$ cat src/rv_pkg.sv
`default_nettype none

package rv_pkg;

    localparam logic [6:0] OP_R      = 7'b0110011;
    localparam logic [6:0] OP_IMM    = 7'b0010011;
    localparam logic [6:0] OP_LOAD   = 7'b0000011;
    localparam logic [6:0] OP_STORE  = 7'b0100011;
    localparam logic [6:0] OP_BRANCH = 7'b1100011;
    localparam logic [6:0] OP_LUI    = 7'b0110111;
    localparam logic [6:0] OP_AUIPC  = 7'b0010111;
    localparam logic [6:0] OP_JAL    = 7'b1101111;
    localparam logic [6:0] OP_JALR   = 7'b1100111;
    localparam logic [6:0] OP_SYSTEM = 7'b1110011;

    localparam logic [2:0] F3_LB  = 3'b000;
    localparam logic [2:0] F3_LH  = 3'b001;
    localparam logic [2:0] F3_LW  = 3'b010;
    localparam logic [2:0] F3_LBU = 3'b100;
    localparam logic [2:0] F3_LHU = 3'b101;
    localparam logic [2:0] F3_SB  = 3'b000;
    localparam logic [2:0] F3_SH  = 3'b001;
    localparam logic [2:0] F3_SW  = 3'b010;

    localparam logic [2:0] F3_BEQ  = 3'b000;
    localparam logic [2:0] F3_BNE  = 3'b001;
    localparam logic [2:0] F3_BLT  = 3'b100;
    localparam logic [2:0] F3_BGE  = 3'b101;
    localparam logic [2:0] F3_BLTU = 3'b110;
    localparam logic [2:0] F3_BGEU = 3'b111;

    localparam logic [2:0] F3_CSRRW = 3'b001;
    localparam logic [2:0] F3_CSRRS = 3'b010;
    localparam logic [2:0] F3_CSRRC = 3'b011;

    localparam logic [6:0] F7_MULDIV = 7'b0000001;

    localparam logic [31:0] INSTR_ECALL  = 32'h0000_0073;
    localparam logic [31:0] INSTR_EBREAK = 32'h0010_0073;
    localparam logic [31:0] INSTR_MRET   = 32'h3020_0073;

    localparam logic [11:0] CSR_MSTATUS = 12'h300;
    localparam logic [11:0] CSR_MTVEC   = 12'h305;
    localparam logic [11:0] CSR_MEPC    = 12'h341;
    localparam logic [11:0] CSR_MCAUSE  = 12'h342;

    localparam logic [31:0] CAUSE_ECALL  = 32'd11;
    localparam logic [31:0] CAUSE_EBREAK = 32'd3;

    typedef enum logic [3:0] {
        ALU_ADD, ALU_SUB, ALU_AND, ALU_OR, ALU_XOR, ALU_SLL, ALU_SRL, ALU_SRA,
        ALU_SLT, ALU_SLTU, ALU_MUL, ALU_MULH, ALU_MULHU, ALU_DIVU, ALU_REMU, ALU_PASS_B
    } alu_op_t;

    typedef enum logic [1:0] {
        WB_ALU, WB_MEM, WB_PC4, WB_CSR
    } wb_sel_t;

    typedef struct packed {
        logic [6:0] funct7;
        logic [4:0] rs2;
        logic [4:0] rs1;
        logic [2:0] funct3;
        logic [4:0] rd;
        logic [6:0] opcode;
    } r_fmt_t;

    typedef struct packed {
        logic [11:0] imm;
        logic [4:0]  rs1;
        logic [2:0]  funct3;
        logic [4:0]  rd;
        logic [6:0]  opcode;
    } i_fmt_t;

    typedef struct packed {
        logic [6:0] imm_11_5;
        logic [4:0] rs2;
        logic [4:0] rs1;
        logic [2:0] funct3;
        logic [4:0] imm_4_0;
        logic [6:0] opcode;
    } s_fmt_t;

    typedef struct packed {
        logic       imm_12;
        logic [5:0] imm_10_5;
        logic [4:0] rs2;
        logic [4:0] rs1;
        logic [2:0] funct3;
        logic [3:0] imm_4_1;
        logic       imm_11;
        logic [6:0] opcode;
    } b_fmt_t;

    typedef struct packed {
        logic [19:0] imm_31_12;
        logic [4:0]  rd;
        logic [6:0]  opcode;
    } u_fmt_t;

    typedef struct packed {
        logic       imm_20;
        logic [9:0] imm_10_1;
        logic       imm_11;
        logic [7:0] imm_19_12;
        logic [4:0] rd;
        logic [6:0] opcode;
    } j_fmt_t;

    typedef union packed {
        r_fmt_t r_fmt;
        i_fmt_t i_fmt;
        s_fmt_t s_fmt;
        b_fmt_t b_fmt;
        u_fmt_t u_fmt;
        j_fmt_t j_fmt;
    } rv_instr_t;

endpackage

`default_nettype wire

$ cat src/imm_gen.sv
`timescale 1ns/1ps
`default_nettype none

module imm_gen (
    input  rv_pkg::rv_instr_t instr,
    output logic [31:0]       imm
);

    always_comb begin
        case (instr.r_fmt.opcode)
            rv_pkg::OP_IMM, rv_pkg::OP_LOAD, rv_pkg::OP_JALR, rv_pkg::OP_SYSTEM: begin
                imm = {{20{instr.i_fmt.imm[11]}}, instr.i_fmt.imm};
            end
            rv_pkg::OP_STORE: begin
                imm = {{20{instr.s_fmt.imm_11_5[6]}}, instr.s_fmt.imm_11_5,
                       instr.s_fmt.imm_4_0};
            end
            rv_pkg::OP_BRANCH: begin
                imm = {{19{instr.b_fmt.imm_12}}, instr.b_fmt.imm_12, instr.b_fmt.imm_11,
                       instr.b_fmt.imm_10_5, instr.b_fmt.imm_4_1, 1'b0};
            end
            rv_pkg::OP_LUI, rv_pkg::OP_AUIPC: begin
                imm = {instr.u_fmt.imm_31_12, 12'h000};
            end
            rv_pkg::OP_JAL: begin
                imm = {{11{instr.j_fmt.imm_20}}, instr.j_fmt.imm_20, instr.j_fmt.imm_19_12,
                       instr.j_fmt.imm_11, instr.j_fmt.imm_10_1, 1'b0};
            end
            default: begin
                imm = 32'h0; // r-type has no immediate.
            end
        endcase
    end

endmodule

`default_nettype wire

$ cat config.mk
export PLATFORM = sky130hd
export DESIGN_NAME = imm_gen
export DESIGN_NICKNAME = d
export VERILOG_FILES = /design/src/rv_pkg.sv /design/src/imm_gen.sv
export SDC_FILE = /design/constraint.sdc
export NUM_CORES = 1
export LEC_CHECK = 0
export ABC_AREA = 1
export BUFFER_PORTS_ARGS = -buffer_cell sky130_fd_sc_hd__buf_2
export CELL_PAD_IN_SITES_DETAIL_PLACEMENT = 1
export CELL_PAD_IN_SITES_GLOBAL_PLACEMENT = 1
export CORE_MARGIN = 2
export CORE_UTILIZATION = 23
export DETAILED_ROUTE_END_ITERATION = 10
export PLACE_DENSITY = 0.95
export REMOVE_ABC_BUFFERS = 1
export SYNTH_ARGS = -nofsm -noshare
export SYNTH_HDL_FRONTEND = slang
export SYNTH_SLANG_ARGS = --single-unit
$ cat constraint.sdc
create_clock -name vclk -period 1.1
set_clock_uncertainty 0.1 [all_clocks]
set_input_delay 0.055 -clock vclk [all_inputs]
set_output_delay 0.055 -clock vclk [all_outputs]
set_load 0.02 [all_outputs]
==> results.ini, run 1 <==
[power]
p_per_area_mw_per_mm2=239
ir_drop_mv=0.134
p_leak_nw=1.14

[grt]
grt_pass1_vias=1483
grt_antenna_before_repair=0
grtUsageTotal_pct=25.4
grt_max_degree=17
overflow=0
grt_pass1_wl_um=7150

[synth]
yosysTopAreaCell=nand2_1
synth_warnings=0
synth_top_family_by_area=simple AND/OR/NAND/NOR gates
synthXorXnorAreaFrac_pct=0
synth.area.mux_share_pct=0
synth_top_area_share_pct=38.4
synth_area_leaders=nand2_1 38%, nand3_1 20%, inv_1 11%
synth.cell_area_um2=753
yosys.area_share.simple_pct=79.1
synthAdderAreaFrac_pct=0
syn-instance-count=168
postSynthAreaPerCell_um2=4.48
yosysUniqueCellTypes=14
synth-compound-area-share_pct=3.99
yosysSeqAreaShare_pct=0

[finish]
n_sequential_cell=0
drive_above_1_share_pct=62.0
layout_commonest_cell=nand2_1
n_clock_buffer=0
seqCellArea_um2=0
layout_common_cells=44 x nand2_1, 39 x buf_6, 28 x buf_2
antenna_cells=0
fin_cells=302
fin_util_pct=63.8
fillers=386
nNetsFinal=292
area_growth_pct=161

[flow_run]
drv_cap=0

[detailed_routing]
drt-met1-wl_um=2340
viasPerCell=5.11
dr.pass1.iters=4
drtAntennaViolNets=0
drc_errors=0
routedWlPerCell_um=21.6
drtIter0Drc=72
wl_met2_um=3510
highest_layer=met4
dr_wl_met3_um=463
postRouteWirelength_um=6520
vias=1544

[floorplanning]
core_mm2=0.00308
fp-row-count=20
die_w_um=61.2
io_pins=64
die_h_um=61.2
initial_utilization_pct=24.5
fp.dieArea_mm2=0.00375

[timing]
fmax_mhz=708
fin_tns_setup_ns=-6.32
relSlewSlack_pct=83.8
hold_viol=0
drv_slew=0
min_period_over_period_pct=128
setup_violations=32
tightest_slew_ns=0.244
grt_setup_unrepaired=true
finalCriticalPeriod_ns=1.41
setup_ws_ns=-0.313

[run_status]
violations=negative setup slack
status=finished, violations left

[critical_path]
arrival_ns=1.26
worstSetupStartpointType=primary input
path_max_fanout=8
crit_chain=buf_2 -> nand2_4 -> nor2_4 -> buf_12 -> buf_8 -> nand3_2 -> nand2_1 -> nor2_1 -> nand2_1 -> buf_6
max_stage_delay_ns=0.19
path_delay_family=simple AND/OR/NAND/NOR gates
cp-end-kind=primary output
required_ns=0.94
cp_slowest_cell=nor2_1
path_buf_inv=4
cpMostUsedCell=nand2_1
worstSetupPathType=primary input to primary output
cp_num_cells=10

[placed_design]
io_buffers=64
dp.cells=288
pre_cts_slack_ns=-0.294
gp_congestion=0.739
dp_hpwl_um=2610

[hold_path]
hold_depth=4
hp-class=primary input to primary output
hold_path.startpoint=instr[17]
hold_end=imm[17]

[cts]
cts_hold_buffers=0

[layout make-up]
type	count	area (um2)	area share [%]
repair buffers	93	865	44.0
well taps	44	55.1	2.80
multi-input cells	142	945	48.1
inverters	23	98.8	5.04
[cells by family (layout without fill, tap and decap cells)]
group / count (synthesis) / count (layout)
buf+inv: 29 / 116
compound gates: 6 / 6
simple gates: 133 / 136
[how the worst max path moves through the flow]
stage          startpoint      end
6_report         instr[0]   imm[8]
5_1_grt          instr[3]   imm[8]
4_1_cts          instr[4]   imm[9]
3_5_place_dp     instr[4]  imm[11]
3_3_place_gp     instr[4]  imm[11]
2_1_floorplan    instr[1]  imm[11]
[worst min-delay path: stages]
cell and delay (ns):
buf_2 0.07, nand2_1 0.05, nand2_2 0.06, buf_6 0.11
[power by group]
part	switching (mW)	internal [mW]
sequential	0	0
clock	0	0
combinational	0.265	0.204
total	0.265	0.204
[timing repair]
action	in CTS	in global routing
pin swaps	9	21
buffers inserted	3	5
gates resized for setup	89	76
setup endpoints to repair	32	32
gates cloned	3	3
[Yosys cell counts (all sizes together)]
master	instances
buf	6
nand3	31
o21ai	6
nor2	19
inv	23
nand2	83
[per-stage QoR]
stage,power (mW),hold slack (ns),cell area (um2)
finish,0.469,0.311,1960
detailed placement,0.271,0.328,1230
global route,0.491,0.317,1960
floorplan,0.115,0.180,712
global placement,0.262,0.323,1230
CTS,0.354,0.312,1610
[per-layer routing]
| layer | up-vias | track usage [%] |
|---|---|---|
| li1 | 699 | - |
| met1 | 745 | 27.4 |
| met2 | 82 | 50.3 |
| met3 | 18 | 3.15 |
| met4 | 0 | 7.76 |
| met5 | - | 0 |
Power figures use the tool's default switching activity.
==> inputs of run 2 (changes only) <==
- clock period: 1.1 -> 1.4 ns (I/O delays scaled with it)
==> run 2 against run 1 <==
The run now ends clean. Die area unchanged. Global-route usage shrank 10 points. First-iteration DRC count shrank 78%. Critical path depth is 1 lower. Sequential cell count stayed put. Non-clock buffer count down 21. Wire length is 54% lower. Hold slack gained 0.045 ns. Clock-buffer cell count unchanged. Via count fell by 20%.
==> results.ini, run 2 (synthesized netlist as in run 1, its figures left out) <==
[grt]
grt_antenna_before_repair=0
grt_max_degree=20
grt_pass1_wl_um=4490
overflow=0
grtUsageTotal_pct=15.2
grt_pass1_vias=1091

[finish]
area_growth_pct=56.1
finish.instance_area_mm2=0.00118
n_clock_buffer=0
seqCellArea_um2=0
fillers=484
drive_above_1_share_pct=38.0
antenna_cells=0
layout_common_cells=75 x nand2_1, 62 x buf_2, 28 x nand3_1
n_sequential_cell=0
layout_commonest_cell=nand2_1
nNetsFinal=268

[detailed_routing]
drc_errors=0
routedWlPerCell_um=10.7
postRouteWirelength_um=2970
dr.pass1.iters=4
drtAntennaViolNets=0
vias=1239
viasPerCell=4.46
drtIter0Drc=16

[power]
p_per_area_mw_per_mm2=171
internal_power_uw=75.6
power_uw=201
p_leak_nw=0.908
p_clk_share_pct=0
combPwrFrac_pct=100.0
p_seq_share_pct=0
swShare_pct=62.5
ir_drop_mv=0.0784
power.switching_uw=126

[floorplanning]
initial_utilization_pct=24.5
die_h_um=61.2
fp-row-count=20
die_w_um=61.2
io_pins=64
fp.dieArea_mm2=0.00375
core_mm2=0.00308

[placed_design]
dp_hpwl_um=2470
placed_cell_area_mm2=0.00115
io_buffers=64
gp_congestion=0.722

[timing]
min_period_over_period_pct=95.7
setup_violations=0
relSlewSlack_pct=87.0
tightest_slew_ns=0.195
finalCriticalPeriod_ns=1.34
fmax_mhz=746
holdWs_ns=0.355
grt_setup_unrepaired=true
hold_viol=0
drv_slew=0

[critical_path]
required_ns=1.23
startpoint=instr[4]
path_max_fanout=8
arrival_ns=1.17
cp-endpoint=imm[11]
worstSetupStartpointType=primary input
cp-end-kind=primary output
worstSetupPathType=primary input to primary output

[cts]
postCtsSetupBuffers=0

[hold_path]
hp-class=primary input to primary output

[flow_run]
drv_cap=0

[run_status]
status=finished, final reports clean

run 2: changes by cell type in the layout (fill, tap and decap cells not counted), sizes merged:
cell | previous run | this run
nand2 | 86 | 83
clkbuf | 1 | 0
buf | 92 | 72
run 2: through the flow:
step                std cells  TNS (ns)  util [%]  setup WS [ns]
floorplan                 162    -0.205         -        -0.0533
global placement          278         0      37.3         0.0342
detailed placement        278    -0.296      37.3        -0.0769
CTS                       278         0      37.4         0.0112
global route              278    -0.729      38.2        -0.0635
finish                    278         0      38.2         0.0600
run 2: layout make-up:
class                           count  area (um2)  area share, %
Inverter                           23        86.3           7.34
Multi-Input combinational cell    139         646           54.9
Tap cell                           44        55.1           4.68
Timing Repair Buffer               72         389           33.1
run 2: power groups by stage:
stage / Clock [mW] / Sequential [mW] / Combinational [mW]
final: 0 / 0 / 0.201
after global routing: 0 / 0 / 0.222
after CTS: 0 / 0 / 0.200
after detailed placement: 0 / 0 / 0.199
after global placement: 0 / 0 / 0.191
after floorplan: 0 / 0 / 0.0907
run 2: critical path, stage by stage:
cell and delay [ns]:
buf_2 0.11, inv_1 0.10, nand2_2 0.10, nor2_4 0.18, nand2_2 0.11, nand2_2 0.17
nand2_1 0.10, nand3_1 0.07, buf_2 0.16
run 2: what timing repair did:
action,4_1_cts,5_1_grt
endpoints found under the setup margin,10,30
gates resized for setup,2,6
hold buffers,0,0
cloned,0,0
pin swaps,1,1
run 2: metal layers:
metal,GRT usage [%],up-vias,part of all wire (%)
li1,-,646,-
met1,16.8,545,42
met2,31.0,42,50
met3,0.840,6,6.4
met4,3.42,0,1.6
met5,0,-,0
run 2: how the worst min path moves through the flow:
stage | start | to | slack (ns) | cells past startpoint
after floorplan | instr[20] | imm[0] | 0.21 | 2
after global placement | instr[19] | imm[19] | 0.35 | 4
after detailed placement | instr[19] | imm[19] | 0.36 | 4
after CTS | instr[16] | imm[16] | 0.36 | 4
after global routing | instr[12] | imm[12] | 0.38 | 4
final | instr[16] | imm[16] | 0.36 | 4
