==> config.mk <==
export PLATFORM = sky130hd
export DESIGN_NAME = csr_unit
export DESIGN_NICKNAME = d
export VERILOG_FILES = /design/src/rv_pkg.sv /design/src/csr_unit.sv
export SDC_FILE = /design/constraint.sdc
export NUM_CORES = 1
export LEC_CHECK = 0
export ABC_AREA = 1
export BUFFER_PORTS_ARGS = -buffer_cell sky130_fd_sc_hd__buf_2
export CELL_PAD_IN_SITES_DETAIL_PLACEMENT = 1
export CELL_PAD_IN_SITES_GLOBAL_PLACEMENT = 2
export CORE_ASPECT_RATIO = 0.5
export CORE_MARGIN = 3
export CORE_UTILIZATION = 27
export DETAILED_ROUTE_END_ITERATION = 10
export PLACE_DENSITY_LB_ADDON = 0.1
export SYNTH_ARGS = -nofsm -noshare
export SYNTH_HDL_FRONTEND = slang
export SYNTH_SLANG_ARGS = --single-unit
export TNS_END_PERCENT = 30
==> constraint.sdc <==
create_clock -name clk -period 1.69 [get_ports clk]
set_input_delay 0 -clock clk [delete_from_list [all_inputs] [get_ports clk]]
set_output_delay 0 -clock clk [all_outputs]
set_load 0.02 [all_outputs]
==> src/rv_pkg.sv <==
`default_nettype none

package rv_pkg;

    localparam logic [6:0] OP_R      = 7'b0110011;
    localparam logic [6:0] OP_IMM    = 7'b0010011;
    localparam logic [6:0] OP_LOAD   = 7'b0000011;
    localparam logic [6:0] OP_STORE  = 7'b0100011;
    localparam logic [6:0] OP_BRANCH = 7'b1100011;
    localparam logic [6:0] OP_LUI    = 7'b0110111;
    localparam logic [6:0] OP_AUIPC  = 7'b0010111;
    localparam logic [6:0] OP_JAL    = 7'b1101111;
    localparam logic [6:0] OP_JALR   = 7'b1100111;
    localparam logic [6:0] OP_SYSTEM = 7'b1110011;

    localparam logic [2:0] F3_LB  = 3'b000;
    localparam logic [2:0] F3_LH  = 3'b001;
    localparam logic [2:0] F3_LW  = 3'b010;
    localparam logic [2:0] F3_LBU = 3'b100;
    localparam logic [2:0] F3_LHU = 3'b101;
    localparam logic [2:0] F3_SB  = 3'b000;
    localparam logic [2:0] F3_SH  = 3'b001;
    localparam logic [2:0] F3_SW  = 3'b010;

    localparam logic [2:0] F3_BEQ  = 3'b000;
    localparam logic [2:0] F3_BNE  = 3'b001;
    localparam logic [2:0] F3_BLT  = 3'b100;
    localparam logic [2:0] F3_BGE  = 3'b101;
    localparam logic [2:0] F3_BLTU = 3'b110;
    localparam logic [2:0] F3_BGEU = 3'b111;

    localparam logic [2:0] F3_CSRRW = 3'b001;
    localparam logic [2:0] F3_CSRRS = 3'b010;
    localparam logic [2:0] F3_CSRRC = 3'b011;

    localparam logic [6:0] F7_MULDIV = 7'b0000001;

    localparam logic [31:0] INSTR_ECALL  = 32'h0000_0073;
    localparam logic [31:0] INSTR_EBREAK = 32'h0010_0073;
    localparam logic [31:0] INSTR_MRET   = 32'h3020_0073;

    localparam logic [11:0] CSR_MSTATUS = 12'h300;
    localparam logic [11:0] CSR_MTVEC   = 12'h305;
    localparam logic [11:0] CSR_MEPC    = 12'h341;
    localparam logic [11:0] CSR_MCAUSE  = 12'h342;

    localparam logic [31:0] CAUSE_ECALL  = 32'd11;
    localparam logic [31:0] CAUSE_EBREAK = 32'd3;

    typedef enum logic [3:0] {
        ALU_ADD, ALU_SUB, ALU_AND, ALU_OR, ALU_XOR, ALU_SLL, ALU_SRL, ALU_SRA,
        ALU_SLT, ALU_SLTU, ALU_MUL, ALU_MULH, ALU_MULHU, ALU_DIVU, ALU_REMU, ALU_PASS_B
    } alu_op_t;

    typedef enum logic [1:0] {
        WB_ALU, WB_MEM, WB_PC4, WB_CSR
    } wb_sel_t;

    typedef struct packed {
        logic [6:0] funct7;
        logic [4:0] rs2;
        logic [4:0] rs1;
        logic [2:0] funct3;
        logic [4:0] rd;
        logic [6:0] opcode;
    } r_fmt_t;

    typedef struct packed {
        logic [11:0] imm;
        logic [4:0]  rs1;
        logic [2:0]  funct3;
        logic [4:0]  rd;
        logic [6:0]  opcode;
    } i_fmt_t;

    typedef struct packed {
        logic [6:0] imm_11_5;
        logic [4:0] rs2;
        logic [4:0] rs1;
        logic [2:0] funct3;
        logic [4:0] imm_4_0;
        logic [6:0] opcode;
    } s_fmt_t;

    typedef struct packed {
        logic       imm_12;
        logic [5:0] imm_10_5;
        logic [4:0] rs2;
        logic [4:0] rs1;
        logic [2:0] funct3;
        logic [3:0] imm_4_1;
        logic       imm_11;
        logic [6:0] opcode;
    } b_fmt_t;

    typedef struct packed {
        logic [19:0] imm_31_12;
        logic [4:0]  rd;
        logic [6:0]  opcode;
    } u_fmt_t;

    typedef struct packed {
        logic       imm_20;
        logic [9:0] imm_10_1;
        logic       imm_11;
        logic [7:0] imm_19_12;
        logic [4:0] rd;
        logic [6:0] opcode;
    } j_fmt_t;

    typedef union packed {
        r_fmt_t r_fmt;
        i_fmt_t i_fmt;
        s_fmt_t s_fmt;
        b_fmt_t b_fmt;
        u_fmt_t u_fmt;
        j_fmt_t j_fmt;
    } rv_instr_t;

endpackage

`default_nettype wire

==> src/csr_unit.sv <==
`timescale 1ns/1ps
`default_nettype none

module csr_unit #(
    parameter logic [31:0] MTVEC_RESET = 32'h0000_0100
) (
    input  logic        clk,
    input  logic        reset,
    input  logic [11:0] csr_addr,
    input  logic [1:0]  csr_op,
    input  logic [31:0] csr_wdata,
    input  logic [31:0] pc,
    input  logic        ecall,
    input  logic        ebreak,
    input  logic        mret,
    output logic [31:0] csr_rdata,
    output logic [31:0] trap_target,
    output logic [31:0] ret_target
);
    localparam int MIE  = 3;
    localparam int MPIE = 7;
    localparam logic [31:0] MSTATUS_MASK = (32'h1 << MIE) | (32'h1 << MPIE);

    logic [31:0] mstatus;
    logic [31:0] mtvec;
    logic [31:0] mepc;
    logic [31:0] mcause;
    logic [31:0] wr_value;

    always_comb begin
        case (csr_addr)
            rv_pkg::CSR_MSTATUS: csr_rdata = mstatus;
            rv_pkg::CSR_MTVEC:   csr_rdata = mtvec;
            rv_pkg::CSR_MEPC:    csr_rdata = mepc;
            rv_pkg::CSR_MCAUSE:  csr_rdata = mcause;
            default:             csr_rdata = 32'h0;
        endcase
    end

    always_comb begin
        case (csr_op)
            2'b01:   wr_value = csr_wdata; // csrrw.
            2'b10:   wr_value = csr_rdata | csr_wdata;
            2'b11:   wr_value = csr_rdata & ~csr_wdata;
            default: wr_value = csr_rdata;
        endcase
    end

    always_ff @(posedge clk) begin
        if (reset) begin
            mstatus <= 32'h0;
            mtvec   <= MTVEC_RESET;
            mepc    <= 32'h0;
            mcause  <= 32'h0;
        end else if (ecall || ebreak) begin
            mepc          <= pc;
            mcause        <= ecall ? rv_pkg::CAUSE_ECALL : rv_pkg::CAUSE_EBREAK;
            mstatus[MPIE] <= mstatus[MIE];
            mstatus[MIE]  <= 1'b0;
        end else if (mret) begin
            mstatus[MIE]  <= mstatus[MPIE];
            mstatus[MPIE] <= 1'b1;
        end else if (csr_op != 2'b00) begin
            case (csr_addr)
                rv_pkg::CSR_MSTATUS: mstatus <= wr_value & MSTATUS_MASK;
                rv_pkg::CSR_MTVEC:   mtvec   <= wr_value;
                rv_pkg::CSR_MEPC:    mepc    <= wr_value;
                rv_pkg::CSR_MCAUSE:  mcause  <= wr_value;
                default:             mcause  <= mcause; // unknown address, no effect.
            endcase
        end
    end

    assign trap_target = mtvec;
    assign ret_target  = mepc;

    ecall_not_with_mret: assert property (@(posedge clk) disable iff (reset)
        !(ecall && mret))
        else $error("csr_unit: trap entry and return in one cycle.");

endmodule

`default_nettype wire

==> impl_results.md, run 1 <==
- Status: completed
- DRC Markers: 0
- Synth unique cells: 27
- Setup TNS: 0 ns
- ANT nets after route: 0
- CTS tree: done
- Fmax: 746 MHz
- Most frequent cells in the layout: nand2_1, buf_2, nand3_1
- Worst-Margin Slew: 0.735 ns
- CP arrival: 1.34 ns
- Area growth from synthesis to layout: 36.6%
- Crit-path max cell delay: 0.23 ns
- Fill cell count: 2,522
- Crit-path slowest cell: nor2_4
- CP Class: primary input to primary output
- Cell Rows: 36
- Largest net degree at the start of global routing: 57
- Placement Setup Slack: 0.0972 ns
- Sequential Area: 1960 um2
- Normalized max-slew margin: 51.0%
- Final worst path period share: 79.3%
- Area leader, netlist: dfxtp_1
- Synth warn: 0
- Power density cells: 740 nW/um2
- Routability congestion estimate: 0.769
- Commonest non-fill, non-tap cell in the layout: nand2_1
- Worst Path Required: 1.69 ns
- Hold Path Stages: 5
- Max Used Layer: met4
- Crit-path cells: buf_2 > nor2_2 > nand2_2 > nor2_4 > buf_12 > nand3_1 > nand3_1 > buf_4 > buf_2
- Iter 0 DRT Violations: 355
- Worst-path clk slew: 0.07 ns
- Max Root-Sink Buffers: 2
- Core area: 19,700 um2
- Synth Register Bits: 98
- Ports: 179
- Antenna violations before repair: 0
- Leakage: 0.00374 uW
- Met3 wire length: 962 um
- CTS sink count: 98
- Fraction of layout cells with a size suffix above 1: 27.4%
- Layout Skew: 0.00608 ns
- Seq/Total Area, Yosys: 35.9%
- Antenna Cells: 0
- Tmin final: 1.34 ns
- Post-Syn Area: 5470 um2
- WL final: 24.5 mm
- GR Overflow Total: 0
- Multi-input gate area: 3000 um2
- CTS Buf Count: 9
- Met2 WL post-DR: 11.5 mm
- Final #Nets: 1,098
- DR pass1 iterations: 4
- Gr usage total: 22.1%
- Post-synthesis cell count: 811
- Synth top area share: 35.9%
- Dpl hpwl: 17.2 mm
- MaxCap Viol Count: 0
- Routed via count: 6,494
- Peak VDD IR: 402 uV
- Unrepaired setup endpoints after global routing: no
- H-tree level count: 3
- Final slew viol count: 0
- Fin. Hold Viols: 0
- Min-delay worst type: primary input to register
- Mapped Nets: 894
- Setup violations, final: 0
- Nature of the critical path endpoint: primary output
- Synth top area cells: dfxtp_1, nand3_1, nand2_1
- Vias in the first global route: 6,635
- First-pass GRT wire length: 38.4 mm
- Starting Density: 27.8%
- DRT met1 WL: 11.9 mm
- Die width: 207 um
- Clk Latency, worst-skew pair: 0.36 ns
- Port Buffers: 178
- Setup ws final: 0.350 ns
- Die area: 22,100 um2
- CP Launch Type: primary input
- Reg2Reg Depth: 6
- Crit-path max FO: 24
- Post_cts resized: 0
- Root Buffer Master: clkbuf_16
- Via-to-Cell Ratio: 5.05
- Chip height: 107 um
- Syn Area/Cell: 6.75 um2
- Wire length per cell: 19.1 um
## routing by layer
layer | track usage (%) | vias up
met3 | 4.24 | 11
li1 | - | 3154
met1 | 29.9 | 3195
met5 | 0 | -
met4 | 3.53 | 0
met2 | 37.3 | 134
## synth_stat cells
cell and count:
nor3_1 1, a31oi_1 3, inv_2 4, nand4_1 4, o21a_1 29, nor3_4 1
o211ai_1 2, nor4_1 1, buf_4 3, nand2_1 180, nor2_4 3, clkbuf_1 33
nor2_2 3, nand2_2 3, nand3_2 21, nand4_2 1, o21ai_1 18, dfxtp_1 98
nand3_1 142, inv_1 46, buf_6 6, buf_1 3, buf_2 22, a21oi_1 91
nor2_1 11, o21bai_1 2, o21ai_0 80
## where the power goes
group          leakage, uW  switching [uW]  total [uW]  internal (uW)
clock             0.000138             993        2190           1200
combinational      0.00280             566         891            325
sequential        0.000800            59.8        2450           2390
total              0.00374            1620        5530           3910
## stage by stage
stage                     instance area [um2]  util (%)  hold WS, ns  total power (uW)  cells
after global placement                   6840      34.7        0.275              3330   1237
after floorplan                          5470         -        0.163              2930    811
after global routing                     7470      38.0       0.0239              5790   1286
final                                    7470      38.0       0.0132              5530   1286
after CTS                                7470      38.0      0.00614              5590   1286
after detailed placement                 6840      34.7        0.280              3340   1237
## state kept, by name, summed over array words and instances, names as in the netlist
signal and cells:
trap_target 32, ret_target 32, mstatus 2, mcause 32
## logic make-up (layout without fill, tap and decap cells)
logic type / after synthesis / in the layout / share of synthesized area [%]
DFF: 98 / 98 / 35.9
buffers and inverters: 117 / 326 / 9.56
AOI/OAI and AO/OA: 225 / 225 / 22.2
and+or+nand+nor: 371 / 371 / 32.4
## path summary, 6_finish.rpt
check                    start             end  slack, ns
setup / recovery  csr_addr[11]   csr_rdata[12]       0.35
hold reg to reg     mcause[20]      mcause[20]       0.47
hold / removal    csr_wdata[0]  trap_target[0]       0.01
setup reg to reg    mstatus[7]  trap_target[7]       0.53
## layout make-up
cell class / instances / area share (%)
timing repair buffer: 260 / 22.6
sequential: 98 / 26.3
clock buffer: 11 / 3.25
inverter: 50 / 2.51
multi-input combinational: 596 / 40.1
clock inverter: 5 / 0.820
tap: 266 / 4.45
## worst max-delay path: cells and delay by family
family | cells | cell delay [ns]
buffers and inverters | 4 | 0.58
AND/OR/NAND/NOR | 5 | 0.74
## what timing repair did
action,CTS,global route
setup buffers,0,0
hold endpoints to repair,33,0
hold buffers,33,0
No activity file was read; power rests on OpenSTA's default activity.
==> run 2: changes to the inputs <==
==> constraint.sdc (replaced) <==
create_clock -name clk -period 1.4 [get_ports clk]
set_input_delay 0 -clock clk [delete_from_list [all_inputs] [get_ports clk]]
set_output_delay 0 -clock clk [all_outputs]
set_load 0.02 [all_outputs]
==> run 2 against run 1 <==
  * Core utilization rose by 1.5 points
  * Sequential share of layout area is 0.99 points lower
  * Routed wire length rose by 3.3%
  * Setup slack worse by 0.27 ns
  * Cell count is 2.6% higher
  * Combinational power rose by 26%
  * Final area up 3.9%
  * Total power grew 17%
  * Via count rose by 2.2%
  * Critical path type unchanged
  * Largest cell class unchanged
  * Highest routed layer unchanged
==> impl_results.md, run 2 (synthesized netlist as in run 1, its figures left out) <==
- Placement Setup Slack: -0.150 ns (was 0.0972 ns)
- Commonest non-fill, non-tap cell in the layout: nand2_1 (unchanged)
- Setup violations, final: 0 (unchanged)
- Peak VDD IR: 519 uV (was 402 uV)
- CTS tree: done (unchanged)
- Fin. Hold Viols: 0 (unchanged)
- Min-delay worst type: primary input to register (unchanged)
- DP Cell Count: 1,268 (was 1,237)
- Pwr Total: 6460 uW (was 5530 uW)
- Final slew viol count: 0 (unchanged)
- WL final: 25.4 mm (was 24.5 mm)
- Fmax: 755 MHz
- Chip height: 107 um (unchanged)
- Clk pwr share: 36.9% (was 39.6%)
- Routability congestion estimate: 0.764 (was 0.769)
- Area growth from synthesis to layout: 41.9% (was 36.6%)
- Worst Setup SP: csr_addr[11] (unchanged)
- CP Launch Type: primary input (unchanged)
- MaxCap Viol Count: 0 (unchanged)
- Non-filler instance count after layout: 1,320 (was 1,286)
- Final worst path period share: 94.7%
- DRC Markers: 0 (unchanged)
- ANT nets after route: 0 (unchanged)
- Clk Latency, worst-skew pair: 0.35 ns (was 0.36 ns)
- Largest net degree at the start of global routing: 44 (was 57)
- Logic pwr share: 17.3% (was 16.1%)
- Wire length per cell: 19.2 um (was 19.1 um)
- CP Class: primary input to primary output (unchanged)
- Int Power: 4510 uW (was 3910 uW)
- Normalized max-slew margin: 63.0% (was 51.0%)
- Crit-path max FO: 12 (was 24)
- Status: completed (unchanged)
- First-pass GRT wire length: 39.0 mm (was 38.4 mm)
- Fill cell count: 2,526 (was 2,522)
- Cell Rows: 36 (unchanged)
- Worst-path clk slew: 0.07 ns (about the same)
- HP Start: csr_wdata[20] (was csr_wdata[0])
- Flop pwr share: 45.8% (was 44.3%)
- Die width: 207 um (unchanged)
- Worst Path Required: 1.40 ns (was 1.69 ns)
- Iter 0 DRT Violations: 315 (was 355)
- Tmin final: 1.33 ns
- Fraction of layout cells with a size suffix above 1: 30.1% (was 27.4%)
- Setup ws final: 0.0746 ns (was 0.350 ns)
- CTS sink count: 98 (unchanged)
- Ports: 179 (unchanged)
- Nature of the critical path endpoint: primary output (unchanged)
- Via-to-Cell Ratio: 5.03 (was 5.05)
- Port Buffers: 178 (unchanged)
- Max Root-Sink Buffers: 2 (unchanged)
- GR Overflow Total: 0 (unchanged)
- Finished Core Util: 39.4% (was 38.0%)
- P_sw: 1950 uW (was 1620 uW)
- FF-to-FF Start: mstatus[7] (unchanged)
- CP arrival: 1.33 ns (was 1.34 ns)
- Power density cells: 832 nW/um2 (was 740 nW/um2)
- Worst-Margin Slew: 0.554 ns (was 0.735 ns)
- Vias in the first global route: 6,749 (was 6,635)
- H-tree level count: 3 (unchanged)
- Layout Skew: 0.00407 ns (was 0.00608 ns)
- Most frequent cells in the layout: nand2_1, buf_2, nand3_1 (unchanged)
- Die area: 22,100 um2 (unchanged)
- Core area: 19,700 um2 (unchanged)
- Hold WS: 0.0143 ns (was 0.0132 ns)
- Routed via count: 6,634 (was 6,494)
- DR pass1 iterations: 4 (unchanged)
- CTS Buf Count: 9 (unchanged)
- Root Buffer Master: clkbuf_16 (unchanged)
- Unrepaired setup endpoints after global routing: no (unchanged)
- Sw Ratio: 30.2% (was 29.3%)
- Leakage: 0.00394 uW (was 0.00374 uW)
- Gr usage total: 22.4% (was 22.1%)
- Final #Nets: 1,133 (was 1,098)
- Dpl hpwl: 17.8 mm (was 17.2 mm)
- Antenna Cells: 0 (unchanged)
- Antenna violations before repair: 0 (unchanged)
- Starting Density: 27.8% (unchanged)
run 2: power groups by stage:
stage               Sequential, uW  Combinational, uW  Clock (uW)
finish                        2960               1120        2380
global route                  2970               1220        2590
CTS                           2960               1120        2450
detailed placement            3020               1050           0
global placement              3020               1030           0
floorplan                     3090                449           0
run 2: final cells by class:
class	instances	area [um2]	share of cell area (%)
clock buffers	11	233	3.00
flip-flops and latches	98	1960	25.3
well taps	266	333	4.29
clock inverters	4	28.8	0.371
inverters	50	188	2.42
multi-input cells	596	3020	38.8
repair buffers	295	2000	25.8
run 2: through the flow:
| step | instance area (um2) | setup TNS (ns) |
|---|---|---|
| finish | 7760 | 0 |
| global route | 7760 | 0 |
| CTS | 7690 | 0 |
| detailed placement | 7110 | -6.62 |
| global placement | 7110 | -2.96 |
| floorplan | 5470 | 0 |
run 2: timing repair:
action                                  in CTS  in global routing
setup buffers                                0                  4
endpoints found under the hold margin       32                  0
hold buffers                                32                  0
gates resized for setup                      0                  5
endpoints found under the setup margin       0                 18
run 2: worst max-delay path, cell delays in order:
cell and delay, ns:
buf_2 0.12, nor2_4 0.12, nand2_2 0.11, nor2_4 0.22
buf_12 0.18, nand3_1 0.12, buf_4 0.16, nand4_1 0.09
buf_2 0.19
run 2: path summary, 6_finish.rpt:
kind | cells past startpoint | to | slack, ns
setup reg to reg | 6 | trap_target[7] | 0.19
hold reg to reg | 2 | mcause[18] | 0.47
setup / recovery | 9 | csr_rdata[7] | 0.07
hold / removal | 5 | trap_target[20] | 0.01
run 2: routing by layer:
layer	vias up	share of wire, %	global-route usage [%]
met5	-	0	0
met4	0	1.0	3.63
met3	15	4.1	4.06
met2	141	46	37.8
met1	3249	48	30.5
li1	3229	-	-
