File: config.mk
export PLATFORM = sky130hd
export DESIGN_NAME = control
export DESIGN_NICKNAME = d
export VERILOG_FILES = /design/src/rv_pkg.sv /design/src/control.sv
export SDC_FILE = /design/constraint.sdc
export NUM_CORES = 1
export LEC_CHECK = 0
export ABC_AREA = 1
export BUFFER_PORTS_ARGS = -buffer_cell sky130_fd_sc_hd__buf_2
export CAP_MARGIN = 25
export CORE_ASPECT_RATIO = 0.75
export CORE_MARGIN = 2
export CORE_UTILIZATION = 31
export DETAILED_ROUTE_END_ITERATION = 12
export PLACE_DENSITY_LB_ADDON = 0.08
export SETUP_SLACK_MARGIN = 0.1
export SYNTH_ARGS = -nofsm -noshare
export SYNTH_HDL_FRONTEND = slang
export SYNTH_SLANG_ARGS = --single-unit
File: constraint.sdc
create_clock -name vclk -period 0.8
set_clock_uncertainty 0.1 [all_clocks]
set_input_delay 0.04 -clock vclk [all_inputs]
set_output_delay 0.04 -clock vclk [all_outputs]
set_load 0.02 [all_outputs]
File: src/rv_pkg.sv
`default_nettype none

package rv_pkg;

    localparam logic [6:0] OP_R      = 7'b0110011;
    localparam logic [6:0] OP_IMM    = 7'b0010011;
    localparam logic [6:0] OP_LOAD   = 7'b0000011;
    localparam logic [6:0] OP_STORE  = 7'b0100011;
    localparam logic [6:0] OP_BRANCH = 7'b1100011;
    localparam logic [6:0] OP_LUI    = 7'b0110111;
    localparam logic [6:0] OP_AUIPC  = 7'b0010111;
    localparam logic [6:0] OP_JAL    = 7'b1101111;
    localparam logic [6:0] OP_JALR   = 7'b1100111;
    localparam logic [6:0] OP_SYSTEM = 7'b1110011;

    localparam logic [2:0] F3_LB  = 3'b000;
    localparam logic [2:0] F3_LH  = 3'b001;
    localparam logic [2:0] F3_LW  = 3'b010;
    localparam logic [2:0] F3_LBU = 3'b100;
    localparam logic [2:0] F3_LHU = 3'b101;
    localparam logic [2:0] F3_SB  = 3'b000;
    localparam logic [2:0] F3_SH  = 3'b001;
    localparam logic [2:0] F3_SW  = 3'b010;

    localparam logic [2:0] F3_BEQ  = 3'b000;
    localparam logic [2:0] F3_BNE  = 3'b001;
    localparam logic [2:0] F3_BLT  = 3'b100;
    localparam logic [2:0] F3_BGE  = 3'b101;
    localparam logic [2:0] F3_BLTU = 3'b110;
    localparam logic [2:0] F3_BGEU = 3'b111;

    localparam logic [2:0] F3_CSRRW = 3'b001;
    localparam logic [2:0] F3_CSRRS = 3'b010;
    localparam logic [2:0] F3_CSRRC = 3'b011;

    localparam logic [6:0] F7_MULDIV = 7'b0000001;

    localparam logic [31:0] INSTR_ECALL  = 32'h0000_0073;
    localparam logic [31:0] INSTR_EBREAK = 32'h0010_0073;
    localparam logic [31:0] INSTR_MRET   = 32'h3020_0073;

    localparam logic [11:0] CSR_MSTATUS = 12'h300;
    localparam logic [11:0] CSR_MTVEC   = 12'h305;
    localparam logic [11:0] CSR_MEPC    = 12'h341;
    localparam logic [11:0] CSR_MCAUSE  = 12'h342;

    localparam logic [31:0] CAUSE_ECALL  = 32'd11;
    localparam logic [31:0] CAUSE_EBREAK = 32'd3;

    typedef enum logic [3:0] {
        ALU_ADD, ALU_SUB, ALU_AND, ALU_OR, ALU_XOR, ALU_SLL, ALU_SRL, ALU_SRA,
        ALU_SLT, ALU_SLTU, ALU_MUL, ALU_MULH, ALU_MULHU, ALU_DIVU, ALU_REMU, ALU_PASS_B
    } alu_op_t;

    typedef enum logic [1:0] {
        WB_ALU, WB_MEM, WB_PC4, WB_CSR
    } wb_sel_t;

    typedef struct packed {
        logic [6:0] funct7;
        logic [4:0] rs2;
        logic [4:0] rs1;
        logic [2:0] funct3;
        logic [4:0] rd;
        logic [6:0] opcode;
    } r_fmt_t;

    typedef struct packed {
        logic [11:0] imm;
        logic [4:0]  rs1;
        logic [2:0]  funct3;
        logic [4:0]  rd;
        logic [6:0]  opcode;
    } i_fmt_t;

    typedef struct packed {
        logic [6:0] imm_11_5;
        logic [4:0] rs2;
        logic [4:0] rs1;
        logic [2:0] funct3;
        logic [4:0] imm_4_0;
        logic [6:0] opcode;
    } s_fmt_t;

    typedef struct packed {
        logic       imm_12;
        logic [5:0] imm_10_5;
        logic [4:0] rs2;
        logic [4:0] rs1;
        logic [2:0] funct3;
        logic [3:0] imm_4_1;
        logic       imm_11;
        logic [6:0] opcode;
    } b_fmt_t;

    typedef struct packed {
        logic [19:0] imm_31_12;
        logic [4:0]  rd;
        logic [6:0]  opcode;
    } u_fmt_t;

    typedef struct packed {
        logic       imm_20;
        logic [9:0] imm_10_1;
        logic       imm_11;
        logic [7:0] imm_19_12;
        logic [4:0] rd;
        logic [6:0] opcode;
    } j_fmt_t;

    typedef union packed {
        r_fmt_t r_fmt;
        i_fmt_t i_fmt;
        s_fmt_t s_fmt;
        b_fmt_t b_fmt;
        u_fmt_t u_fmt;
        j_fmt_t j_fmt;
    } rv_instr_t;

endpackage

`default_nettype wire

File: src/control.sv
`timescale 1ns/1ps
`default_nettype none

module control (
    input  rv_pkg::rv_instr_t instr,
    output rv_pkg::alu_op_t   alu_op,
    output logic              alu_src_imm,
    output logic              alu_src_pc,
    output logic              branch,
    output logic              branch_unsigned,
    output logic              branch_invert,
    output logic              jal,
    output logic              jalr,
    output logic              mem_read,
    output logic              mem_write,
    output logic [1:0]        mem_size,
    output logic              load_unsigned,
    output logic              reg_write,
    output rv_pkg::wb_sel_t   wb_sel,
    output logic [1:0]        csr_op,
    output logic              ecall,
    output logic              ebreak,
    output logic              mret
);
    logic [6:0] opcode;
    logic [2:0] funct3;
    logic [6:0] funct7;
    logic       is_r;
    logic       is_imm;
    logic       is_lui;
    logic       is_auipc;
    logic       is_csr;

    assign opcode = instr.r_fmt.opcode;
    assign funct3 = instr.r_fmt.funct3;
    assign funct7 = instr.r_fmt.funct7; // imm[11:5] for shift immediates.

    assign is_r     = (opcode == rv_pkg::OP_R);
    assign is_imm   = (opcode == rv_pkg::OP_IMM);
    assign is_lui   = (opcode == rv_pkg::OP_LUI);
    assign is_auipc = (opcode == rv_pkg::OP_AUIPC);
    assign is_csr   = (opcode == rv_pkg::OP_SYSTEM) && (funct3[1:0] != 2'b00) && !funct3[2];

    assign jal       = (opcode == rv_pkg::OP_JAL);
    assign jalr      = (opcode == rv_pkg::OP_JALR);
    assign branch    = (opcode == rv_pkg::OP_BRANCH);
    assign mem_read  = (opcode == rv_pkg::OP_LOAD);
    assign mem_write = (opcode == rv_pkg::OP_STORE);

    assign branch_unsigned = branch && funct3[1];
    assign branch_invert   = branch && (funct3[0] ^ funct3[2]); // bne, blt, bltu want zero low.

    assign mem_size      = funct3[1:0];
    assign load_unsigned = funct3[2];

    assign alu_src_imm = !(is_r || branch);
    assign alu_src_pc  = is_auipc;
    assign reg_write   = is_r || is_imm || mem_read || is_lui || is_auipc || jal || jalr || is_csr;
    assign csr_op      = is_csr ? funct3[1:0] : 2'b00;

    assign ecall  = (instr == rv_pkg::INSTR_ECALL);
    assign ebreak = (instr == rv_pkg::INSTR_EBREAK);
    assign mret   = (instr == rv_pkg::INSTR_MRET);

    always_comb begin
        if (mem_read) begin
            wb_sel = rv_pkg::WB_MEM;
        end else if (jal || jalr) begin
            wb_sel = rv_pkg::WB_PC4;
        end else if (is_csr) begin
            wb_sel = rv_pkg::WB_CSR;
        end else begin
            wb_sel = rv_pkg::WB_ALU;
        end
    end

    always_comb begin
        alu_op = rv_pkg::ALU_ADD; // loads, stores, auipc, jalr.
        if (is_r && funct7 == rv_pkg::F7_MULDIV) begin
            case (funct3)
                3'b000:  alu_op = rv_pkg::ALU_MUL;
                3'b001:  alu_op = rv_pkg::ALU_MULH;
                3'b011:  alu_op = rv_pkg::ALU_MULHU;
                3'b101:  alu_op = rv_pkg::ALU_DIVU;
                3'b111:  alu_op = rv_pkg::ALU_REMU;
                default: alu_op = rv_pkg::ALU_ADD;
            endcase
        end else if (is_r || is_imm) begin
            case (funct3)
                3'b000:  alu_op = (is_r && funct7[5]) ? rv_pkg::ALU_SUB : rv_pkg::ALU_ADD;
                3'b001:  alu_op = rv_pkg::ALU_SLL;
                3'b010:  alu_op = rv_pkg::ALU_SLT;
                3'b011:  alu_op = rv_pkg::ALU_SLTU;
                3'b100:  alu_op = rv_pkg::ALU_XOR;
                3'b101:  alu_op = funct7[5] ? rv_pkg::ALU_SRA : rv_pkg::ALU_SRL;
                3'b110:  alu_op = rv_pkg::ALU_OR;
                default: alu_op = rv_pkg::ALU_AND;
            endcase
        end else if (branch) begin
            if (!funct3[2]) begin
                alu_op = rv_pkg::ALU_SUB; // beq and bne.
            end else begin
                alu_op = branch_unsigned ? rv_pkg::ALU_SLTU : rv_pkg::ALU_SLT;
            end
        end else if (is_lui) begin
            alu_op = rv_pkg::ALU_PASS_B;
        end
    end

    always_comb begin
        assert (!(mem_read && mem_write))
            else $error("control: load and store decoded together.");
    end

endmodule

`default_nettype wire

==> flow_summary.ini, run 1 <==
[outcome]
status = did not finish
stop_stage = global routing (5_1_grt)
error_line = [ERROR DPL-0038] Utilization greater than 100%, impossible to legalize

[synthesis]
synthMuxAreaShare_pct = 0
netlist_instances = 122
synth_nets = 154
synth_xor_area_share_pct = 0
ys_types = 17
synth_fa_ha_area_share_pct = 0
avgSynthCellArea_sq_um = 4.58
yosys_warnings = 0
synthSimpleGateAreaFrac_pct = 78.1
ys_seq_area_share_pct = 0
yosysTopAreaCellShare_pct = 23.5
synth_compound_area_share_pct = 6.49
syn_area_sq_um = 559
synth_area_leaders = nand2_1 23%, nor2_1 21%, nand3_1 9.8%, inv_1 9.4%, nor2_4 6.0%
synth.largest_area_cell = nand2_1
synth_top_family_by_area = simple AND/OR/NAND/NOR gates

[die]
std_cell_rows = 13
start_util_pct = 32.7
fp.dieH_microns = 40.8
ios = 56
die_x_microns = 53.0

[place]
gp_congestion = 0.864
port_buffers = 56
dp_hpwl_microns = 2050

[sta]
crit_endpoint = alu_op[1]
endpoint_type = top-level output

[cts]
hold_buffers = 0

[global_route]
grt_max_degree = 6
through the flow:
step | area, sq um | TNS [ps] | setup WS, ps | utilization, % | std cells
after floorplan | 748 | -845 | -132 | - | 122
after global placement | 1260 | -6870 | -447 | 73.7 | 227
after detailed placement | 1260 | -7250 | -472 | 73.7 | 227
after CTS | 1580 | -5020 | -313 | 92.6 | 231
synth_stat cells (all sizes together):
| cell | number |
|---|---|
| a21oi | 4 |
| nand2 | 38 |
| or2 | 1 |
| nand3 | 12 |
| nand4 | 2 |
| inv | 17 |
| nor3 | 5 |
| buf | 3 |
| a32oi | 1 |
| nor2 | 35 |
| nor4 | 3 |
| o211ai | 1 |
timing repair:
action                                  CTS
endpoints found under the setup margin   21
cloned                                    0
pin swaps                                29
setup buffers                             4
gates resized for setup                  83
kinds of logic after synthesis:
family	after synthesis
AND/OR/NAND/NOR	96
buffers and inverters	20
AO/OA/AOI/OAI	6
==> run 2: changes to the inputs <==
CORE_AREA = 2 2 63 65   (was default)
CORE_ASPECT_RATIO = default   (was 0.75)
CORE_MARGIN = default   (was 2)
CORE_UTILIZATION = default   (was 31)
DIE_AREA = 0 0 65 67   (was default)
PLACE_DENSITY_LB_ADDON = 0.15   (was 0.08)
SETUP_SLACK_MARGIN = default   (was 0.1)
clock period = 1.04 ns   (was 0.8 ns; I/O delays follow)
==> run 2 against run 1 <==
Against the previous run: the flow now finishes, with violations (setup timing); synthesized cell count is the same; area after synthesis did not move.
==> flow_summary.ini, run 2 <==
[outcome]
status = finished, violations left
violations = setup timing

[worst_hold_path]
hp-class = in2out

[global_route]
track_usage_pct = 11.3
grt_pass1_vias = 944
grt_overflow = 0
grt_max_degree = 7
grt_pass1_wl_microns = 3990
antenna_found_initial = 0

[final_layout]
clkbuf_count = 0
regArea_sq_um = 0
layout_common_cells = 41 x buf_4, 30 x buf_6, 24 x nand2_1, 24 x buf_2, 16 x nor2_4
seq_cell_count = 0
area_delta_synth_final_pct = 209
final_area_sq_um = 1730
drive_above_1_share_pct = 76.0
layout_commonest_cell = buf_4
antenna_cells = 0
nets = 251

[critical_path]
crit_family = buffers and inverters
worstSetupPathType = in2out
crit_arrival_ps = 1020
cp.buffers_inverters = 3
cp_common_cell = nor2_4
critPathMaxFanout = 5
cp_num_cells = 8
worstPathCellList = buf_8 -> nor2_4 -> nand2_4 -> nor2_4 -> buf_4 -> a21oi_4 -> a21oi_2 -> buf_6
crit_path_end = alu_op[2]
start_kind = input port
max_stage_delay_ps = 160
crit_start = instr[3]
slowest_stage = nor2_4
required_ps = 890
endpoint_kind = output pin

[synthesis]
ys_types = 17
synth_common_cells = 35 x nand2_1, 32 x nor2_1, 14 x inv_1
synthMuxAreaShare_pct = 0
synth_area_leaders = nand2_1 23%, nor2_1 21%, nand3_1 9.8%, inv_1 9.4%, nor2_4 6.0%
synth_nets = 154
netlist_instances = 122
yosys_warnings = 0
synth_top_family_by_area = simple AND/OR/NAND/NOR gates
synth_compound_area_share_pct = 6.49
syn_area_sq_um = 559
yosysTopAreaCellShare_pct = 23.5
synth.largest_area_cell = nand2_1
avgSynthCellArea_sq_um = 4.58
synth_xor_area_share_pct = 0
synth_fa_ha_area_share_pct = 0
synthSimpleGateAreaFrac_pct = 78.1
yosysMostFrequentCell = nand2_1
ys_seq_area_share_pct = 0

[sta]
tightestPinTransition_ps = 211
grt_setup_unrepaired = true
final.setup.worst_slack_ps = -135
timing.final.hold_violations = 0
tns_ps = -732
fmax_mhz = 851
holdWs_ps = 282
min_period_ps = 1180
slew_headroom_pct = 85.8
setup_violations = 11
slew_viol_final = 0
final.period_utilization_pct = 113

[route]
drcViolationCount = 0
ant_nets = 0
viasPerCell = 4.17
vias = 1105
drtPass1Iterations = 4
drt_wl_total_microns = 2720
wl_per_cell_microns = 10.2
drtIter0Drc = 34

[die]
start_util_pct = 15.5
die-area_sq_um = 4360
ios = 56
std_cell_rows = 22
fp.dieH_microns = 67
die_x_microns = 65
core_sq_um = 3610

[power]
cellPowerDensity_nw_per_um2 = 256
p_total_uw = 443
p_leak_uw = 0.000829
vdd_drop_max_v = 0.0000877

[place]
gp_congestion = 0.726
dpl_cell_area_sq_um = 1160
dp_hpwl_microns = 2110
port_buffers = 56

[run]
max_cap_violations = 0
-- run 2: cell counts after synthesis --
No cell type changed its count.
-- run 2: cell families after synthesis --
kind of cell    count (synthesis)
compound gates                  6
buf+inv                        20
simple gates                   96
-- run 2: how the worst min path moves through the flow --
stage | start | endpoint | slack, ps | cells after the start
after floorplan | instr[6] | alu_src_pc | 60 | 1
after global placement | instr[14] | load_unsigned | 270 | 2
after detailed placement | instr[14] | load_unsigned | 270 | 2
after CTS | instr[14] | load_unsigned | 280 | 2
after global routing | instr[14] | load_unsigned | 290 | 2
final | instr[14] | load_unsigned | 280 | 2
-- run 2: routing by layer --
metal / track usage, % / up-vias / share of wire [%]
li1: - / 580 / -
met3: 0.676 / 0 / 4.5
met5: 0 / - / 0
met1: 15.2 / 496 / 43
met4: 0 / 0 / 0
met2: 20.7 / 29 / 53
-- run 2: layout make-up --
type / instances / area, sq um
fill: 384 / 1880
inverter: 17 / 83.8
multi-input combinational: 102 / 767
tap: 48 / 60.1
timing repair buffer: 98 / 816
-- run 2: power by group --
group,total [uW],internal [uW],switching (uW)
logic,443,228,215
clock network,0,0,0
registers,0,0,0
total,443,228,215
-- run 2: metrics by stage --
stage,std cells,worst slack (ps),utilization (%)
floorplan,122,-76.6,-
global placement,257,-257,32.1
detailed placement,257,-254,32.1
CTS,258,-112,39.8
global route,265,-212,47.9
finish,265,-135,47.9
-- run 2: timing repair --
item | CTS | global route
hold buffers | 0 | 0
setup buffers | 1 | 7
gates cloned | 0 | 0
hold endpoints to repair | 0 | 0
setup endpoints to repair | 21 | 21
resized for setup | 78 | 63
pin swaps | 24 | 28
Note: power is estimated with default switching activity, not from simulation.
==> run 3: changes to the inputs <==
ABC_AREA = 0   (was 1)
==> run 3 against run 2 <==
Against the previous run: the run still ends with setup timing left; maximum frequency fell by 27%; power rose by 7.6%; via count rose by 1.0%; combinational power rose by 7.4%; utilization rose by 0.90 points.
==> flow_summary.ini, run 3 <==
[route]
drt_wl_total_microns = 3290
drtPass1Iterations = 4
ant_nets = 0
wl_per_cell_microns = 13.9
viasPerCell = 4.71
drtIter0Drc = 6
drcViolationCount = 0
vias = 1116

[die]
std_cell_rows = 22
die-area_sq_um = 4360
fp.dieH_microns = 67
start_util_pct = 16.6
die_x_microns = 65
core_sq_um = 3610
ios = 56

[critical_path]
crit_arrival_ps = 1450
cp.buffers_inverters = 2
endpoint_kind = output pin
crit_start = instr[26]
max_stage_delay_ps = 450
worstSetupPathType = in2out
critPathMaxFanout = 2
crit_family = simple AND/OR/NAND/NOR gates
required_ps = 890
slowest_stage = or3b_4
start_kind = input port
worstPathCellList = buf_2 -> nor3b_1 -> nand4_1 -> or3b_4 -> a21oi_4 -> buf_6

[worst_hold_path]
hp-start = instr[13]
hp-class = in2out

[synthesis]
synth_area_leaders = nor4_1 10%, nor2_1 5.7%, nor2b_1 5.2%, nand3_1 5.0%, buf_4 3.8%
synth.largest_area_cell = nor4_1
syn_area_sq_um = 597
yosysTopAreaCellShare_pct = 10.5
yosys_warnings = 0
avgSynthCellArea_sq_um = 6.28
ys_types = 36
ys_seq_area_share_pct = 0
synth_common_cells = 10 x nor4_1, 9 x nor2_1, 6 x nand2_1, 6 x nand3_1, 5 x nor2b_1
synth_nets = 127
yosysMostFrequentCell = nor4_1
netlist_instances = 95

[power]
p_leak_uw = 0.000806
p_int_uw = 247
power.switching_uw = 229
clkPwrFrac_pct = 0
p_total_uw = 476
cellPowerDensity_nw_per_um2 = 271
p_seq_share_pct = 0
vdd_drop_max_v = 0.000153
swShare_pct = 48.2
combPwrFrac_pct = 100.0

[sta]
slew_viol_final = 0
timing.final.hold_violations = 0
final.period_utilization_pct = 154
final.setup.worst_slack_ps = -560
slew_headroom_pct = 72.7
grt_setup_unrepaired = true
tightestPinTransition_ps = 409
holdWs_ps = 308
setup_violations = 19
fmax_mhz = 625
tns_ps = -5790
min_period_ps = 1600

[place]
port_buffers = 56
gp_congestion = 0.761
preCtsSetupSlack_ps = -707
dp_hpwl_microns = 2390

[final_layout]
drive_above_1_share_pct = 76.7
layout_common_cells = 35 x buf_4, 33 x buf_6, 31 x buf_2
antenna_cells = 0
area_delta_synth_final_pct = 195
fillers = 344
seq_cell_count = 0
nets = 223
regArea_sq_um = 0
clkbuf_count = 0
layout_commonest_cell = buf_4

[outcome]
status = finished, violations left
violations = setup timing

[global_route]
grt_pass1_wl_microns = 5320
grt_max_degree = 14
antenna_found_initial = 0
grt_overflow = 0
track_usage_pct = 15.0
grt_pass1_vias = 1169

[run]
max_cap_violations = 0

[cts]
hold_buffers = 0
## run 3: routing by layer
layer  track usage [%]  routed length (microns)
met5                 0                        0
met4              3.19                       57
met3              1.01                      107
met2              30.3                     1830
met1              16.8                     1300
## run 3: path summary, 6_finish.rpt
path  slack (ps)           to  cells past startpoint
max         -560    alu_op[2]                      6
min          310  mem_size[1]                      2
## run 3: what timing repair did
item | 4_1_cts | 5_1_grt
pin swaps | 17 | 10
setup buffers | 8 | 7
hold endpoints to repair | 0 | 0
endpoints found under the setup margin | 21 | 21
resized for setup | 71 | 29
## run 3: final cells by class
class | instances | area, sq um | share of cell area [%]
multi-input cells | 82 | 842 | 47.9
repair buffers | 103 | 842 | 47.9
well taps | 48 | 60.1 | 3.41
inverters | 4 | 15.0 | 0.853
## run 3: cells by family (layout without fill, tap and decap cells)
group | count (synthesis) | after routing | synth area share (%)
AND/OR/NAND/NOR | 61 | 61 | 65.0
buffers and inverters | 13 | 107 | 11.5
XOR/XNOR | 1 | 1 | 1.47
AO/OA/AOI/OAI | 20 | 20 | 22.0
## run 3: stage by stage
stage          cells  area (sq um)  utilization (%)
2_1_floorplan     95           718                -
3_3_place_gp     224          1250             34.7
3_5_place_dp     224          1250             34.7
4_1_cts          231          1580             43.8
5_1_grt          237          1760             48.8
6_report         237          1760             48.8
## run 3: power groups by stage
stage	registers (uW)	logic, uW	clock network (uW)
after global placement	0	336	0
after floorplan	0	151	0
after CTS	0	424	0
final	0	476	0
after global routing	0	509	0
after detailed placement	0	340	0
